<file path="src/source/fetch_settings.svh">
////////////////////////////////////////////////////////////
// Fetch front end settings
// Widths, memory size and pipeline timing constants
////////////////////////////////////////////////////////////
`ifndef FETCH_SETTINGS_SVH
`define FETCH_SETTINGS_SVH

// Instruction and PC width
`define FETCH_WIDTH 16

// Instruction memory size in words
`define IMEM_DEPTH 256

// Cycles a reported destination register blocks readers
`define HAZARD_WINDOW 3

// Cycles from halt leaving the issue buffer to dump
`define HALT_DELAY 5

// Bubble instruction
`define NOP_WORD 16'h0800

`endif

</file>
<file path="src/source/fetch_pkg.sv">
////////////////////////////////////////////////////////////
// Fetch front end types
// Instruction, address and fetch item types, opcode decode
////////////////////////////////////////////////////////////
`default_nettype none
`include "fetch_settings.svh"

package fetch_pkg;

   typedef logic [`FETCH_WIDTH-1:0] instr_t;
   typedef logic [`FETCH_WIDTH-1:0] pc_t;
   typedef logic [2:0]              reg_idx_t;

   // Instruction plus its own PC + 2
   typedef struct packed {
      instr_t instr;
      pc_t    incr_pc;
   } fetch_item_t;

   typedef enum logic [1:0] {op_halt, op_jump, op_other} op_class_t;

   // rs is a real source except for 000xx and 001x0
   function automatic logic uses_rs(input logic [4:0] opcode);
      return (opcode[4:2] != 3'b000) && ({opcode[4:2], opcode[0]} != 4'b0010);
   endfunction

   // rt only read by 1101x and 111xx
   function automatic logic uses_rt(input logic [4:0] opcode);
      return (opcode[4:1] == 4'b1101) || (opcode[4:2] == 3'b111);
   endfunction

endpackage

`default_nettype wire

</file>
<file path="src/source/fetch_if.sv">
////////////////////////////////////////////////////////////
// Fetch front end interfaces
// Memory read port and fetch to issue buffer handshake
////////////////////////////////////////////////////////////
`default_nettype none


// Valid/ready item transfer
interface issue_if;
   logic                   valid;
   logic                   ready;
   fetch_pkg::fetch_item_t item;
   // Item is the halt instruction
   logic                   is_halt;

   modport source (output valid, input ready, output item, output is_halt);
   modport sink (input valid, output ready, input item, input is_halt);
endinterface

`default_nettype wire

</file>
<file path="src/source/issue_buffer.sv">
////////////////////////////////////////////////////////////
// Issue buffer
// One-entry register slice toward the downstream stage
////////////////////////////////////////////////////////////
`default_nettype none

module issue_buffer (
   input  wire               clk,
   input  wire               rst_n,
   input  wire               issue_ready,
   output logic              issue_valid,
   output fetch_pkg::instr_t issue_instr,
   output fetch_pkg::pc_t    issue_incr_pc,
   output logic              halt_out,
   issue_if.sink             iss
);

   logic                   full_q;
   logic                   halt_q;
   logic                   load;
   fetch_pkg::fetch_item_t item_q;

   // Refill in the same cycle the entry drains
   assign iss.ready = ~full_q | issue_ready;
   assign load      = iss.valid & iss.ready;

   always_ff @(posedge clk or negedge rst_n) begin
      if (!rst_n) begin
         full_q <= 1'b0;
         halt_q <= 1'b0;
      end else if (load) begin
         full_q <= 1'b1;
         halt_q <= iss.is_halt;
      end else if (issue_ready) begin
         full_q <= 1'b0;
         halt_q <= 1'b0;
      end
   end

   always_ff @(posedge clk) begin
      if (load) begin
         item_q <= iss.item;
      end
   end

   assign issue_valid   = full_q;
   assign issue_instr   = item_q.instr;
   assign issue_incr_pc = item_q.incr_pc;

   // Halt leaving on the top ports
   assign halt_out = full_q & issue_ready & halt_q;

endmodule

`default_nettype wire

</file>
<file path="src/flat_wrapper.sv">
// flat-port wrapper written by rule: the top's interface ports become plain ports
module issue_buffer_flat 
  (clk, rst_n, issue_ready, issue_valid, issue_instr, issue_incr_pc, halt_out, iss_valid, iss_ready, iss_item, iss_is_halt);
  issue_if iss_i ();
  input  wire clk;
  input  wire rst_n;
  input  wire issue_ready;
  output logic issue_valid;
  output fetch_pkg::instr_t issue_instr;
  output fetch_pkg::pc_t issue_incr_pc;
  output logic halt_out;
  input wire logic [$bits(iss_i.valid)-1:0] iss_valid;
  output wire logic [$bits(iss_i.ready)-1:0] iss_ready;
  input wire logic [$bits(iss_i.item)-1:0] iss_item;
  input wire logic [$bits(iss_i.is_halt)-1:0] iss_is_halt;
  assign iss_i.valid = iss_valid;
  assign iss_ready = iss_i.ready;
  assign iss_i.item = iss_item;
  assign iss_i.is_halt = iss_is_halt;
  issue_buffer u_core (.clk(clk), .rst_n(rst_n), .issue_ready(issue_ready), .issue_valid(issue_valid), .issue_instr(issue_instr), .issue_incr_pc(issue_incr_pc), .halt_out(halt_out), .iss(iss_i));
endmodule
</file>
<file path="config.mk">
export PLATFORM = sky130hd
export DESIGN_NAME = issue_buffer_flat
export DESIGN_NICKNAME = d
export VERILOG_FILES = /design/src/source/fetch_pkg.sv /design/src/source/fetch_if.sv /design/src/source/issue_buffer.sv /design/src/flat_wrapper.sv
export VERILOG_INCLUDE_DIRS = /design/src /design/src/source
export SDC_FILE = /design/constraint.sdc
export NUM_CORES = 1
export LEC_CHECK = 0
export BUFFER_PORTS_ARGS = -buffer_cell sky130_fd_sc_hd__buf_4
export CELL_PAD_IN_SITES_DETAIL_PLACEMENT = 1
export CELL_PAD_IN_SITES_GLOBAL_PLACEMENT = 1
export CORE_ASPECT_RATIO = 1.2
export CORE_MARGIN = 2
export CORE_UTILIZATION = 34
export CTS_CLUSTER_DIAMETER = 100
export DETAILED_ROUTE_END_ITERATION = 8
export GPL_TIMING_DRIVEN = 0
export HOLD_SLACK_MARGIN = 0.02
export PLACE_DENSITY = 0.86
export SYNTH_ARGS = -nofsm -noshare
export SYNTH_HDL_FRONTEND = slang
export SYNTH_SLANG_ARGS = --single-unit
</file>
<file path="constraint.sdc">
create_clock -name clk -period 5 [get_ports clk]
set_clock_uncertainty 0.05 [all_clocks]
set_input_delay 0.5 -clock clk [delete_from_list [all_inputs] [get_ports clk]]
set_output_delay 0.5 -clock clk [all_outputs]
set_load 0.01 [all_outputs]
</file>
==> results.json <==
{
  "status": "complete, no violations",
  "cts_made_buffers": 5,
  "firstDrtPassIters": 2,
  "crit_type": "flip-flop to primary output",
  "hold_depth": 1,
  "core_um2": 3030,
  "post-cts-setup-buffers": 0,
  "worstReg2RegStart": "u_core.issue_valid",
  "grt_pass1_vias": 747,
  "drt_iter0_markers": 10,
  "swShare_pct": 18.2,
  "min_period_ns": 1.61,
  "drt-total-wl_um": 2260,
  "internal-power_uw": 538,
  "areaGrowthSynthToFinish_pct": 65.7,
  "ys_types": 8,
  "peakVddDrop_uv": 243,
  "arrival_ns": 1.06,
  "die_h_um": 65.3,
  "final_util_pct": 58.3,
  "final_max_slew_viol_count": 0,
  "antenna_cells": 0,
  "die_w_um": 55.1,
  "clkTransAtPathRegs_ns": 0.11,
  "pwr-share-comb_pct": 9.7,
  "fillers": 322,
  "startpoint_type": "flip-flop",
  "syn_area_per_cell_um2": 26.0,
  "grt_remaining_overflow": 0,
  "rows": 22,
  "hold_viol_final": 0,
  "grt_max_degree": 33,
  "cts_sinks": 34,
  "ys_ff_latch": 34,
  "total_power_uw": 658,
  "slew_headroom_pct": 52.5,
  "io_buffers": 71,
  "die-area_um2": 3600,
  "drive_gt1_share_pct": 66.9,
  "ios": 72,
  "powerDensity_nw_per_um2": 372,
  "worstSetupStartpoint": "u_core.issue_valid",
  "synth_nets": 78,
  "r2r_setup_slack_ns": 3.42,
  "grt_pass1_wl_um": 3410,
  "ant_nets": 0,
  "cts_root_buffer": "clkbuf_4",
  "rsz0062_at_grt": "false",
  "hold_class": "input port to flip-flop",
  "gr-usage-all-layers_pct": 14.4,
  "clkPwrFrac_pct": 39.3,
  "cts_tree": "done",
  "drv_cap": 0,
  "power.leakage_uw": 0.000759,
  "cp.required_ns": 4.45,
  "grt_antenna_before_repair": 0,
  "power_frac_seq_pct": 50.9,
  "drc": 0,
  "yosysSeqAreaShare_pct": 94.8,
  "reg2reg_depth": 2,
  "hold_start": "iss_item[11]",
  "worst_r2r_endpoint": "u_core.issue_instr[13]",
  "power.switching_uw": 120,
  "clockBufferDepth": 2,
  "num_vias": 684,
  "synthCells": 41,
  "worst_pin_slew_ns": 0.712,
  "cts-htree-levels": 2,
  "insertion_delay_ns": 0.33,
  "drt-wirelength-per-cell_um": 14.4,
  "worstHoldEndpoint": "u_core.issue_incr_pc[11]",
  "nNetsFinal": 157,
  "fmax_mhz": 620,
  "setup_viol": 0,
  "holdBufCountCts": 1,
  "fin_crit_sh_pct": 32.3,
  "place_congestion": 0.619,
  "avgViaCountPerCell": 4.36,
  "yosys_warnings": 0,
  "crit_path_max_fanout": 4,
  "initial_utilization_pct": 35.2,
  "cts_resized": 0,
  "syn-cell-area_um2": 1070,
  "finalSetupTns_ns": 0,
  "cp-end-kind": "primary output"
}
==> synthesized netlist by cell type <==
master / instances / area share (%)
edfxtp_1: 32 / 90
dfrtp_1: 2 / 4.7
nand2b_1: 2 / 1.2
a32o_1: 1 / 0.94
and2_1: 1 / 0.59
and3_1: 1 / 0.59
nand2b_4: 1 / 1.3
nor2b_1: 1 / 0.59
==> kinds of logic after synthesis <==
logic type,synth area share (%)
flip-flops,94.8
AND/OR/NAND/NOR,4.23
AO/OA/AOI/OAI,0.939
==> sequential cells by signal (all words and copies together) (netlist names) <==
signal / cells
u_core.issue_valid: 1
u_core.halt_q: 1
u_core.issue_incr_pc: 16
u_core.issue_instr: 16
==> worst max path at each step <==
stage                     slack [ns]                 endpoint  depth (start not counted)
after CTS                       2.94  u_core.issue_incr_pc[5]                          2
after global placement          2.82    u_core.issue_instr[7]                          3
after detailed placement        2.74    u_core.issue_instr[4]                          3
after floorplan                 3.11  u_core.issue_incr_pc[0]                          2
after global routing            3.30  u_core.issue_incr_pc[5]                          2
final                           3.39                 halt_out                          2
==> per-layer routing <==
layer  global-route usage, %  vias up  routed length [um]
li1                        -      317                   -
met1                    15.2      314                 697
met2                    21.9       48                1200
met3                    9.55        5                 314
met4                    6.40        0                  42
met5                       0        -                   0
==> cell type report <==
type	count	area, um2	area share (%)
clock inverter	2	60.1	3.40
multi-input combinational	7	56.3	3.19
tap	36	45.0	2.55
timing repair buffer	72	543	30.7
clock buffer	6	51.3	2.90
sequential	34	1010	57.2
==> cell usage in the layout (no fill, tap or decap) <==
cell type	count
buf_4	71
edfxtp_1	32
clkbuf_4	5
nand2b_1	2
bufinv_16	2
dfrtp_1	2
and3_1	1
nand2b_4	1
and2_2	1
nor2b_1	1
a32o_1	1
clkbuf_8	1
dlygate4sd3_1	1
==> per-stage QoR <==
step | hold slack [ns] | cell area (um2) | setup slack, ns | instances
detailed placement | 0.235 | 1640 | 2.74 | 148
CTS | 0.266 | 1770 | 2.94 | 157
floorplan | 0.154 | 1070 | 3.11 | 41
global placement | 0.232 | 1640 | 2.82 | 148
global route | 0.253 | 1770 | 3.30 | 157
finish | 0.282 | 1770 | 3.39 | 157
==> critical path, stage by stage, from the launching register on <==
cell	delay, ns
dfrtp_1	0.44
and3_1	0.16
buf_4	0.14
==> power by group through the flow <==
stage | Sequential (uW) | Combinational, uW | Clock [uW]
2_1_floorplan | 350 | 8.64 | 0
3_3_place_gp | 342 | 61.7 | 0
3_5_place_dp | 342 | 64.1 | 0
4_1_cts | 336 | 64.9 | 266
5_1_grt | 337 | 69.4 | 279
6_report | 335 | 64.0 | 259
(Power assumes the default switching activity.)
