<file path="src/source/fetch_settings.svh">
////////////////////////////////////////////////////////////
// Fetch front end settings
// Widths, memory size and pipeline timing constants
////////////////////////////////////////////////////////////
`ifndef FETCH_SETTINGS_SVH
`define FETCH_SETTINGS_SVH

// Instruction and PC width
`define FETCH_WIDTH 16

// Instruction memory size in words
`define IMEM_DEPTH 256

// Cycles a reported destination register blocks readers
`define HAZARD_WINDOW 3

// Cycles from halt leaving the issue buffer to dump
`define HALT_DELAY 5

// Bubble instruction
`define NOP_WORD 16'h0800

`endif

</file>
<file path="src/source/fetch_pkg.sv">
////////////////////////////////////////////////////////////
// Fetch front end types
// Instruction, address and fetch item types, opcode decode
////////////////////////////////////////////////////////////
`default_nettype none
`include "fetch_settings.svh"

package fetch_pkg;

   typedef logic [`FETCH_WIDTH-1:0] instr_t;
   typedef logic [`FETCH_WIDTH-1:0] pc_t;
   typedef logic [2:0]              reg_idx_t;

   // Instruction plus its own PC + 2
   typedef struct packed {
      instr_t instr;
      pc_t    incr_pc;
   } fetch_item_t;

   typedef enum logic [1:0] {op_halt, op_jump, op_other} op_class_t;

   // rs is a real source except for 000xx and 001x0
   function automatic logic uses_rs(input logic [4:0] opcode);
      return (opcode[4:2] != 3'b000) && ({opcode[4:2], opcode[0]} != 4'b0010);
   endfunction

   // rt only read by 1101x and 111xx
   function automatic logic uses_rt(input logic [4:0] opcode);
      return (opcode[4:1] == 4'b1101) || (opcode[4:2] == 3'b111);
   endfunction

endpackage

`default_nettype wire

</file>
<file path="src/source/fetch_if.sv">
////////////////////////////////////////////////////////////
// Fetch front end interfaces
// Memory read port and fetch to issue buffer handshake
////////////////////////////////////////////////////////////
`default_nettype none

// Synchronous read port, data one cycle after rd_en
interface imem_rd_if;
   logic              rd_en;
   fetch_pkg::pc_t    rd_addr;
   fetch_pkg::instr_t rd_data;
   // Registered rd_en, marks fresh rd_data
   logic              rd_hit;

   modport master (output rd_en, output rd_addr, input rd_data, input rd_hit);
   modport memory (input rd_en, input rd_addr, output rd_data, output rd_hit);
endinterface

// Valid/ready item transfer
interface issue_if;
   logic                   valid;
   logic                   ready;
   fetch_pkg::fetch_item_t item;
   // Item is the halt instruction
   logic                   is_halt;

   modport source (output valid, input ready, output item, output is_halt);
   modport sink (input valid, output ready, input item, input is_halt);
endinterface

`default_nettype wire

</file>
<file path="src/source/raw_hazard_detector.sv">
////////////////////////////////////////////////////////////
// Read-after-write hazard detector
// Per-register countdown of recently reported destinations
////////////////////////////////////////////////////////////
`default_nettype none
`include "fetch_settings.svh"

module raw_hazard_detector (
   input  wire                      clk,
   input  wire                      rst_n,
   input  wire                      dst_valid,
   input  wire fetch_pkg::reg_idx_t dst_reg,
   input  wire fetch_pkg::reg_idx_t src1,
   input  wire fetch_pkg::reg_idx_t src2,
   input  wire                      src1_used,
   input  wire                      src2_used,
   output logic                     raw
);

   localparam int NUM_REGS = 8;
   localparam int CNT_W    = $clog2(`HAZARD_WINDOW + 1);

   // Cycles left before each register is safe to read
   logic [CNT_W-1:0] pend_cnt [NUM_REGS];

   logic src1_busy;
   logic src2_busy;

   always_ff @(posedge clk or negedge rst_n) begin
      if (!rst_n) begin
         for (int i = 0; i < NUM_REGS; i++) begin
            pend_cnt[i] <= '0;
         end
      end else begin
         for (int i = 0; i < NUM_REGS; i++) begin
            // New report restarts the window
            if (dst_valid && (dst_reg == fetch_pkg::reg_idx_t'(i))) begin
               pend_cnt[i] <= CNT_W'(`HAZARD_WINDOW);
            end else if (pend_cnt[i] != '0) begin
               pend_cnt[i] <= pend_cnt[i] - 1'b1;
            end
         end
      end
   end

   // Only real sources count
   assign src1_busy = src1_used & (pend_cnt[src1] != '0);
   assign src2_busy = src2_used & (pend_cnt[src2] != '0);

   assign raw = src1_busy | src2_busy;

endmodule

`default_nettype wire

</file>
<file path="src/source/fetch_stage.sv">
////////////////////////////////////////////////////////////
// Instruction fetch stage
// PC, bubble insertion, jump hold and halt countdown
////////////////////////////////////////////////////////////
`default_nettype none
`include "fetch_settings.svh"

module fetch_stage (
   input  wire                      clk,
   input  wire                      rst_n,
   input  wire                      run,
   input  wire                      redirect_valid,
   input  wire fetch_pkg::pc_t      redirect_pc,
   input  wire                      dst_valid,
   input  wire fetch_pkg::reg_idx_t dst_reg,
   input  wire                      halt_out,
   output logic                     dump,
   imem_rd_if.master                rd,
   issue_if.source                  iss
);

   typedef enum logic [1:0] {st_idle, st_fetch, st_jump_wait, st_halted} state_t;

   localparam int HCNT_W = $clog2(`HALT_DELAY) + 1;

   state_t                 state_q, state_d;
   fetch_pkg::pc_t         pc_q, item_pc_q, fetch_addr;
   fetch_pkg::instr_t      instr;
   fetch_pkg::op_class_t   op_class;
   fetch_pkg::fetch_item_t item;
   logic                   held_q, hold_q, hold_bubble_q;
   logic                   avail, raw, bubble, xfer, take_real, fetch_go;
   logic                   rs_used, rt_used;
   logic                   halt_armed_q;
   logic [HCNT_W-1:0]      halt_cnt_q;

   // Memory output register keeps the instruction until next read
   assign instr   = rd.rd_data;
   assign avail   = rd.rd_hit | held_q;
   assign rs_used = fetch_pkg::uses_rs(instr[15:11]);
   assign rt_used = fetch_pkg::uses_rt(instr[15:11]);

   raw_hazard_detector raw_hazard_detector_inst (
      .clk       (clk),
      .rst_n     (rst_n),
      .dst_valid (dst_valid),
      .dst_reg   (dst_reg),
      .src1      (instr[10:8]),
      .src2      (instr[7:5]),
      .src1_used (rs_used),
      .src2_used (rt_used),
      .raw       (raw)
   );

   always_comb begin
      if (instr[15:11] == 5'b00000) begin
         op_class = fetch_pkg::op_halt;
      end else if ((instr[15:13] == 3'b001) || (instr[15:13] == 3'b011)) begin
         op_class = fetch_pkg::op_jump;
      end else begin
         op_class = fetch_pkg::op_other;
      end
   end

   ////////////////////////////////////////////////////////////
   // Issue side
   ////////////////////////////////////////////////////////////

   // An offered but stalled item keeps its kind
   assign bubble       = hold_q ? hold_bubble_q : raw;
   assign item.instr   = bubble ? `NOP_WORD : instr;
   assign item.incr_pc = item_pc_q + 16'd2;

   assign iss.valid   = (state_q == st_fetch) & avail;
   assign iss.item    = item;
   assign iss.is_halt = ~bubble & (op_class == fetch_pkg::op_halt);

   assign xfer      = iss.valid & iss.ready;
   assign take_real = xfer & ~bubble;

   ////////////////////////////////////////////////////////////
   // Fetch control
   ////////////////////////////////////////////////////////////

   always_comb begin
      state_d    = state_q;
      fetch_go   = 1'b0;
      fetch_addr = pc_q;
      case (state_q)
         st_idle: begin
            // Program always starts at 0
            if (run) begin
               fetch_go   = 1'b1;
               fetch_addr = '0;
               state_d    = st_fetch;
            end
         end
         st_fetch: begin
            if (take_real && (op_class == fetch_pkg::op_jump)) begin
               state_d = st_jump_wait;
            end else if (take_real && (op_class == fetch_pkg::op_halt)) begin
               state_d = st_halted;
            end else if (run && (!avail || take_real)) begin
               fetch_go = 1'b1;
            end
         end
         st_jump_wait: begin
            // Target read straight away
            if (redirect_valid) begin
               fetch_go   = 1'b1;
               fetch_addr = redirect_pc;
               state_d    = st_fetch;
            end
         end
         default: begin
            // Halted until reset
         end
      endcase
   end

   assign rd.rd_en   = fetch_go;
   assign rd.rd_addr = fetch_addr;

   always_ff @(posedge clk or negedge rst_n) begin
      if (!rst_n) begin
         state_q       <= st_idle;
         pc_q          <= '0;
         held_q        <= 1'b0;
         hold_q        <= 1'b0;
         hold_bubble_q <= 1'b0;
      end else begin
         state_q <= state_d;
         if (fetch_go) begin
            pc_q <= fetch_addr + 16'd2;
         end
         // Instruction stays until really taken
         held_q        <= avail & ~take_real;
         hold_q        <= iss.valid & ~iss.ready;
         hold_bubble_q <= bubble;
      end
   end

   // PC of the word in the memory output register
   always_ff @(posedge clk) begin
      if (fetch_go) begin
         item_pc_q <= fetch_addr;
      end
   end

   ////////////////////////////////////////////////////////////
   // Halt countdown
   ////////////////////////////////////////////////////////////

   always_ff @(posedge clk or negedge rst_n) begin
      if (!rst_n) begin
         halt_armed_q <= 1'b0;
         halt_cnt_q   <= '0;
      end else if (halt_out && !halt_armed_q) begin
         halt_armed_q <= 1'b1;
         halt_cnt_q   <= HCNT_W'(`HALT_DELAY - 1);
      end else if (halt_armed_q && (halt_cnt_q != '0)) begin
         halt_cnt_q <= halt_cnt_q - 1'b1;
      end
   end

   // Sticky once the count runs out
   assign dump = halt_armed_q & (halt_cnt_q == '0);

endmodule

`default_nettype wire

</file>
<file path="src/flat_wrapper.sv">
// flat-port wrapper written by rule: the top's interface ports become plain ports
module fetch_stage_flat 
  (clk, rst_n, run, redirect_valid, redirect_pc, dst_valid, dst_reg, halt_out, dump, rd_rd_en, rd_rd_addr, rd_rd_data, rd_rd_hit, iss_valid, iss_ready, iss_item, iss_is_halt);
  imem_rd_if rd_i ();
  issue_if iss_i ();
  input  wire clk;
  input  wire rst_n;
  input  wire run;
  input  wire redirect_valid;
  input  wire fetch_pkg::pc_t redirect_pc;
  input  wire dst_valid;
  input  wire fetch_pkg::reg_idx_t dst_reg;
  input  wire halt_out;
  output logic dump;
  output wire logic [$bits(rd_i.rd_en)-1:0] rd_rd_en;
  output wire logic [$bits(rd_i.rd_addr)-1:0] rd_rd_addr;
  input wire logic [$bits(rd_i.rd_data)-1:0] rd_rd_data;
  input wire logic [$bits(rd_i.rd_hit)-1:0] rd_rd_hit;
  output wire logic [$bits(iss_i.valid)-1:0] iss_valid;
  input wire logic [$bits(iss_i.ready)-1:0] iss_ready;
  output wire logic [$bits(iss_i.item)-1:0] iss_item;
  output wire logic [$bits(iss_i.is_halt)-1:0] iss_is_halt;
  assign rd_rd_en = rd_i.rd_en;
  assign rd_rd_addr = rd_i.rd_addr;
  assign rd_i.rd_data = rd_rd_data;
  assign rd_i.rd_hit = rd_rd_hit;
  assign iss_valid = iss_i.valid;
  assign iss_i.ready = iss_ready;
  assign iss_item = iss_i.item;
  assign iss_is_halt = iss_i.is_halt;
  fetch_stage u_core (.clk(clk), .rst_n(rst_n), .run(run), .redirect_valid(redirect_valid), .redirect_pc(redirect_pc), .dst_valid(dst_valid), .dst_reg(dst_reg), .halt_out(halt_out), .dump(dump), .rd(rd_i), .iss(iss_i));
endmodule
</file>
<file path="config.mk">
export PLATFORM = sky130hd
export DESIGN_NAME = fetch_stage_flat
export DESIGN_NICKNAME = d
export VERILOG_FILES = /design/src/source/fetch_pkg.sv /design/src/source/fetch_if.sv /design/src/source/raw_hazard_detector.sv /design/src/source/fetch_stage.sv /design/src/flat_wrapper.sv
export VERILOG_INCLUDE_DIRS = /design/src /design/src/source
export SDC_FILE = /design/constraint.sdc
export NUM_CORES = 1
export LEC_CHECK = 0
export BUFFER_PORTS_ARGS = -buffer_cell sky130_fd_sc_hd__buf_2
export CAP_MARGIN = 20
export CORE_MARGIN = 1.5
export CORE_UTILIZATION = 54
export DETAILED_ROUTE_END_ITERATION = 7
export PLACE_DENSITY = 0.87
export REMOVE_ABC_BUFFERS = 1
export SETUP_SLACK_MARGIN = 0.2
export SYNTH_ARGS = -nofsm -noshare
export SYNTH_HDL_FRONTEND = slang
export SYNTH_HIERARCHICAL = 1
export SYNTH_SLANG_ARGS = --single-unit
</file>
<file path="constraint.sdc">
create_clock -name clk -period 3.2 [get_ports clk]
set_input_delay 0 -clock clk [delete_from_list [all_inputs] [get_ports clk]]
set_output_delay 0 -clock clk [all_outputs]
set_load 0.02 [all_outputs]
</file>
==> results by stage <==
Status:
- The flow ran to the end, and the final reports show no timing, DRC or antenna violations.

Power and ir drop:
- The analysis attributes to cell leakage a power of 2.10 nW.
- IR analysis of the VDD net gives a maximum drop of 0.491 mV.
- For this design the ratio of total power to cell area is 980 nW/um2.

Yosys:
- The number of flops mapped to enable cells by yosys is 16.
- In this run the cell area of the synthesized design comes to 3790 um2.
- The number of flip-flops and latches in the synthesized netlist is 58.
- After synthesis, the share of flip-flops with an asynchronous set or reset is 72.4%.
- Summed over all instances, the cell type with the most area after synthesis is sky130_fd_sc_hd__dfrtp_1.
- During synthesis, Yosys emitted a total of 6 warnings.
- The share of Yosys cell area claimed by the top area cell type is 27.7%.
- The proportion of synthesized chip area in sequential cells is 40.4%.
- Yosys attributes the largest share of cell area to sky130_fd_sc_hd__dfrtp_1 28%, sky130_fd_sc_hd__edfxtp_1 13%, sky130_fd_sc_hd__nand2_1 5.1%.
- The synthesized area per cell is 9.95 um2.
- The cell count after synthesis is 381.
- The unique cell type count in the Yosys netlist is 56.
- Among all flip-flop cells after synthesis, the most frequent one is sky130_fd_sc_hd__dfrtp_1.

Clocking:
- The clock latency on the worst-skew pair is 0.35 ns.
- Clock-pin slew was measured on the worst setup and hold paths at 0.06 ns.
- Counting the buffers created by CTS gives 9.
- The clock root buffer is sky130_fd_sc_hd__clkbuf_8.
- TritonCTS built the clock tree.
- The maximum number of buffers from clock root to sink is 2.
- The number of levels in the clock H-tree is 3.
- The number of sinks on the clock net is 58.

Detailed routing:
- In this run the remaining antenna-violating nets after routing total 0.
- After detailed routing, the number of remaining DRC violations is 0.
- After detailed routing, the total wire length is 8750 um.
- After detailed routing, the average wire length per cell comes to 14.6 um.
- The first routing iteration left 226 violations.
- The post-detailed-route via-to-cell ratio is 5.36.
- Before antenna repair, the detailed router went through 4 iterations.
- The total number of vias is 3,203.

Hold path:
- The origin of the worst min-delay path is dst_reg[0].
- The worst hold-check path type is input port to flop.

Worst setup path:
- The worst path buffer plus inverter count is 3.
- The critical register-to-register path startpoint is u_core/raw_hazard_detector_inst/pend_cnt[11].
- STA classifies the critical path startpoint as a flop.
- The critical path goes through nor4b_2 > nor4b_1 > a22oi_1 > o311ai_1 > mux2i_2 > inv_1 > nor2_2 > o2111a_1 > o21ai_0 > a22o_2 > buf_6 > buf_2.
- The biggest cell delay along the critical path is 0.40 ns.
- The critical path's slowest cell is sky130_fd_sc_hd__dfrtp_1.
- In this run the worst path has a maximum fanout of 15.
- The worst setup path is of the flop to output port kind.
- The top cell family by delay on the critical path is compound AO/OA/AOI/OAI gates.
- The critical path starts at u_core/raw_hazard_detector_inst/pend_cnt[11].
- At the worst endpoint, the required time is 3.20 ns.
- The data arrival at the endpoint of the critical path is 2.81 ns.
- The worst setup path is captured at an output port.

Floorplanning:
- The die is 86.8 um wide.
- The height of the die is 86.8 um.
- After floorplanning, the core was divided into 30 placement rows.
- The die footprint is 7530 um2.
- The floorplan step defined a core boundary enclosing 6790 um2.
- In this run the count of I/O pins placed on the die edge is 95.
- The starting utilization of the core area is 55.8%.

Global routing:
- The first global-routing pass estimated 14,300 um of wire.
- The number of antenna violations at the first check in global routing is 0.
- The via count of the first global-routing pass is 3,066.
- Summed over all layers, the global routing overflow is 0.
- Across every metal layer, demand over resource in global routing totals 24.5%.
- Entering global routing, the biggest net connects 43 pins.

Cells and area:
- The number of antenna cells inserted is 0.
- The area growth from synthesis to layout is 24.2%.
- The core utilization of the finished layout is 69.3%.
- The number of nets in the layout is 553.
- Cells with a size suffix above 1 make up 29.9% of the layout.

Job:
- Across the run, the number of max-cap violations was 0.

Placed design:
- The count of port buffers added during placement is 94.
- The congestion estimate from routability-driven global placement came to 0.874.
- The detailed-placement wirelength estimate is 6380 um.

Timing:
- Setup repair after global routing left no endpoint under its margin.
- The peak clock frequency supported by timing is 355 MHz.
- The number of hold violations in the final report is 0.
- The worst-case clock skew is 0.00904 ns.
- The worst hold-check slack is 0.00567 ns.
- Measured against its own limit, the worst slew margin works out to 35.7%.
- Setup total negative slack on the finished layout was measured at 0 ns.
- Dividing the final minimum period by the clock period gives 87.9%.
- Setup violations remaining at the end of the flow were counted as 0.
- The actual slew at the worst max-slew pin is 0.965 ns.
- The shortest period the worst path allows is 2.81 ns.
- The final count of pins violating max slew is 0.
-- kinds of logic after synthesis --
family	synth area share (%)
AO/OA/AOI/OAI	12.0
buffers and inverters	6.47
AND/OR/NAND/NOR	23.8
adder cells (fa/ha/maj)	3.96
multiplexers	5.28
XOR/XNOR	8.08
flip-flops	40.4
-- cells in the mapped netlist (2+ instances only) --
| cell type | n |
|---|---|
| sky130_fd_sc_hd__ha_1 | 12 |
| sky130_fd_sc_hd__mux2i_1 | 13 |
| sky130_fd_sc_hd__inv_1 | 38 |
| sky130_fd_sc_hd__nor4_2 | 2 |
| sky130_fd_sc_hd__o221ai_4 | 3 |
| sky130_fd_sc_hd__nand2_1 | 52 |
| sky130_fd_sc_hd__and4bb_1 | 2 |
| sky130_fd_sc_hd__o21ai_0 | 8 |
| sky130_fd_sc_hd__nor2_1 | 13 |
| sky130_fd_sc_hd__nand3b_1 | 14 |
| sky130_fd_sc_hd__and4_1 | 2 |
| sky130_fd_sc_hd__buf_6 | 3 |
| sky130_fd_sc_hd__nor3b_1 | 2 |
| sky130_fd_sc_hd__nand3_1 | 11 |
| sky130_fd_sc_hd__a31oi_1 | 4 |
| sky130_fd_sc_hd__nand4_1 | 5 |
| sky130_fd_sc_hd__nor2b_1 | 8 |
| sky130_fd_sc_hd__mux2_2 | 5 |
| sky130_fd_sc_hd__and3_1 | 4 |
| sky130_fd_sc_hd__nor4b_1 | 4 |
| sky130_fd_sc_hd__edfxtp_1 | 16 |
| sky130_fd_sc_hd__buf_2 | 3 |
| sky130_fd_sc_hd__xor2_1 | 13 |
| sky130_fd_sc_hd__dfrtp_1 | 42 |
| sky130_fd_sc_hd__xnor2_1 | 22 |
| sky130_fd_sc_hd__or2_2 | 2 |
| sky130_fd_sc_hd__o221ai_2 | 8 |
| sky130_fd_sc_hd__nor3_1 | 10 |
| sky130_fd_sc_hd__nand2b_1 | 4 |
| sky130_fd_sc_hd__a41oi_1 | 2 |
| sky130_fd_sc_hd__o211ai_1 | 7 |
| sky130_fd_sc_hd__and2_1 | 18 |
| sky130_fd_sc_hd__buf_4 | 2 |
| sky130_fd_sc_hd__clkbuf_1 | 5 |
-- routing by layer --
metal / GRT usage, % / vias up / routed length (um)
met4: 11.0 / 0 / 148
met5: 0 / - / 0
met2: 43.6 / 81 / 4660
met3: 3.90 / 13 / 309
li1: - / 1569 / -
met1: 29.1 / 1540 / 3630
-- sequential cells by signal (all words and copies together), names as in the netlist --
register and flops:
u_core/halt_cnt_q 4, u_core/pc_q 16, u_core/raw_hazard_detector_inst/pend_cnt 16, u_core/halt_armed_q 1, u_core/item_pc_q 16, u_core/hold_q 1, u_core/hold_bubble_q 1, u_core/held_q 1
u_core/state_q 2
-- path summary, 6_finish.rpt --
kind	to	slack (ns)	cells after the start
worst max-delay path	rd_rd_en	0.39	12
worst min-delay path	u_core/raw_hazard_detector_inst/pend_cnt[8]	0.006	3
worst max register to register	u_core/pc_q[5]	0.49	13
worst min register to register	u_core/halt_cnt_q[0]	0.52	1
max in group asynchronous	u_core/raw_hazard_detector_inst/pend_cnt[9]	2.25	2
min in group asynchronous	u_core/pc_q[2]	0.35	2
-- tightest hold or removal path, stage by stage --
cell and delay, ns:
sky130_fd_sc_hd__buf_2 0.12, sky130_fd_sc_hd__nand3_1 0.12, sky130_fd_sc_hd__nand2_1 0.06
-- final cells by class --
class,instances,area [um2]
flip-flops and latches,58,1530
fillers,527,2080
repair buffers,120,697
clock buffers,11,151
clock inverters,4,41.3
inverters,38,143
well taps,96,120
multi-input cells,271,2030
-- per-stage QoR --
stage / std cells / area (um2) / power, mW / setup WS (ns)
2_1_floorplan: 367 / 3690 / 3.17 / -0.197
3_3_place_gp: 566 / 4350 / 3.74 / 0.347
3_5_place_dp: 566 / 4350 / 3.86 / 0.148
4_1_cts: 593 / 4670 / 4.58 / 0.214
5_1_grt: 598 / 4710 / 4.94 / 0.199
6_report: 598 / 4710 / 4.62 / 0.386
-- placed cells by master (no fill, tap or decap), types with 4 or more instances in the layout --
cell type,netlist,layout
sky130_fd_sc_hd__mux2i_1,13,13
sky130_fd_sc_hd__inv_1,38,38
sky130_fd_sc_hd__edfxtp_1,16,16
sky130_fd_sc_hd__nand2_1,52,52
sky130_fd_sc_hd__nand3b_1,14,14
sky130_fd_sc_hd__and2_1,18,18
sky130_fd_sc_hd__clkbuf_8,0,11
sky130_fd_sc_hd__nand4_1,5,5
sky130_fd_sc_hd__nor2b_1,8,8
sky130_fd_sc_hd__nand2b_1,4,4
sky130_fd_sc_hd__dfrtp_1,42,42
sky130_fd_sc_hd__dlygate4sd3_1,0,11
sky130_fd_sc_hd__o211ai_1,7,7
sky130_fd_sc_hd__nand3_1,11,11
sky130_fd_sc_hd__xor2_1,13,13
sky130_fd_sc_hd__xnor2_1,22,22
sky130_fd_sc_hd__nor3_1,10,10
sky130_fd_sc_hd__ha_1,12,12
sky130_fd_sc_hd__mux2_2,5,5
sky130_fd_sc_hd__o21ai_0,8,8
sky130_fd_sc_hd__o221ai_2,8,8
sky130_fd_sc_hd__and3_1,4,4
sky130_fd_sc_hd__buf_4,2,14
sky130_fd_sc_hd__a31oi_1,4,4
sky130_fd_sc_hd__nor2_1,13,12
sky130_fd_sc_hd__buf_2,3,94
-- what timing repair did --
item                       in CTS  in global routing
setup endpoints to repair      17                  1
hold buffers                   11                  0
gates cloned                    0                  0
resized for setup               2                  2
pin swaps                       1                  2
setup buffers                   1                  5
hold endpoints to repair       54                  0
-- power by group --
part	internal (mW)	total (mW)	switching [mW]
Clock	0.390	0.669	0.280
Sequential	1.14	1.37	0.233
Combinational	1.05	2.58	1.52
Power figures use the tool's default switching activity.
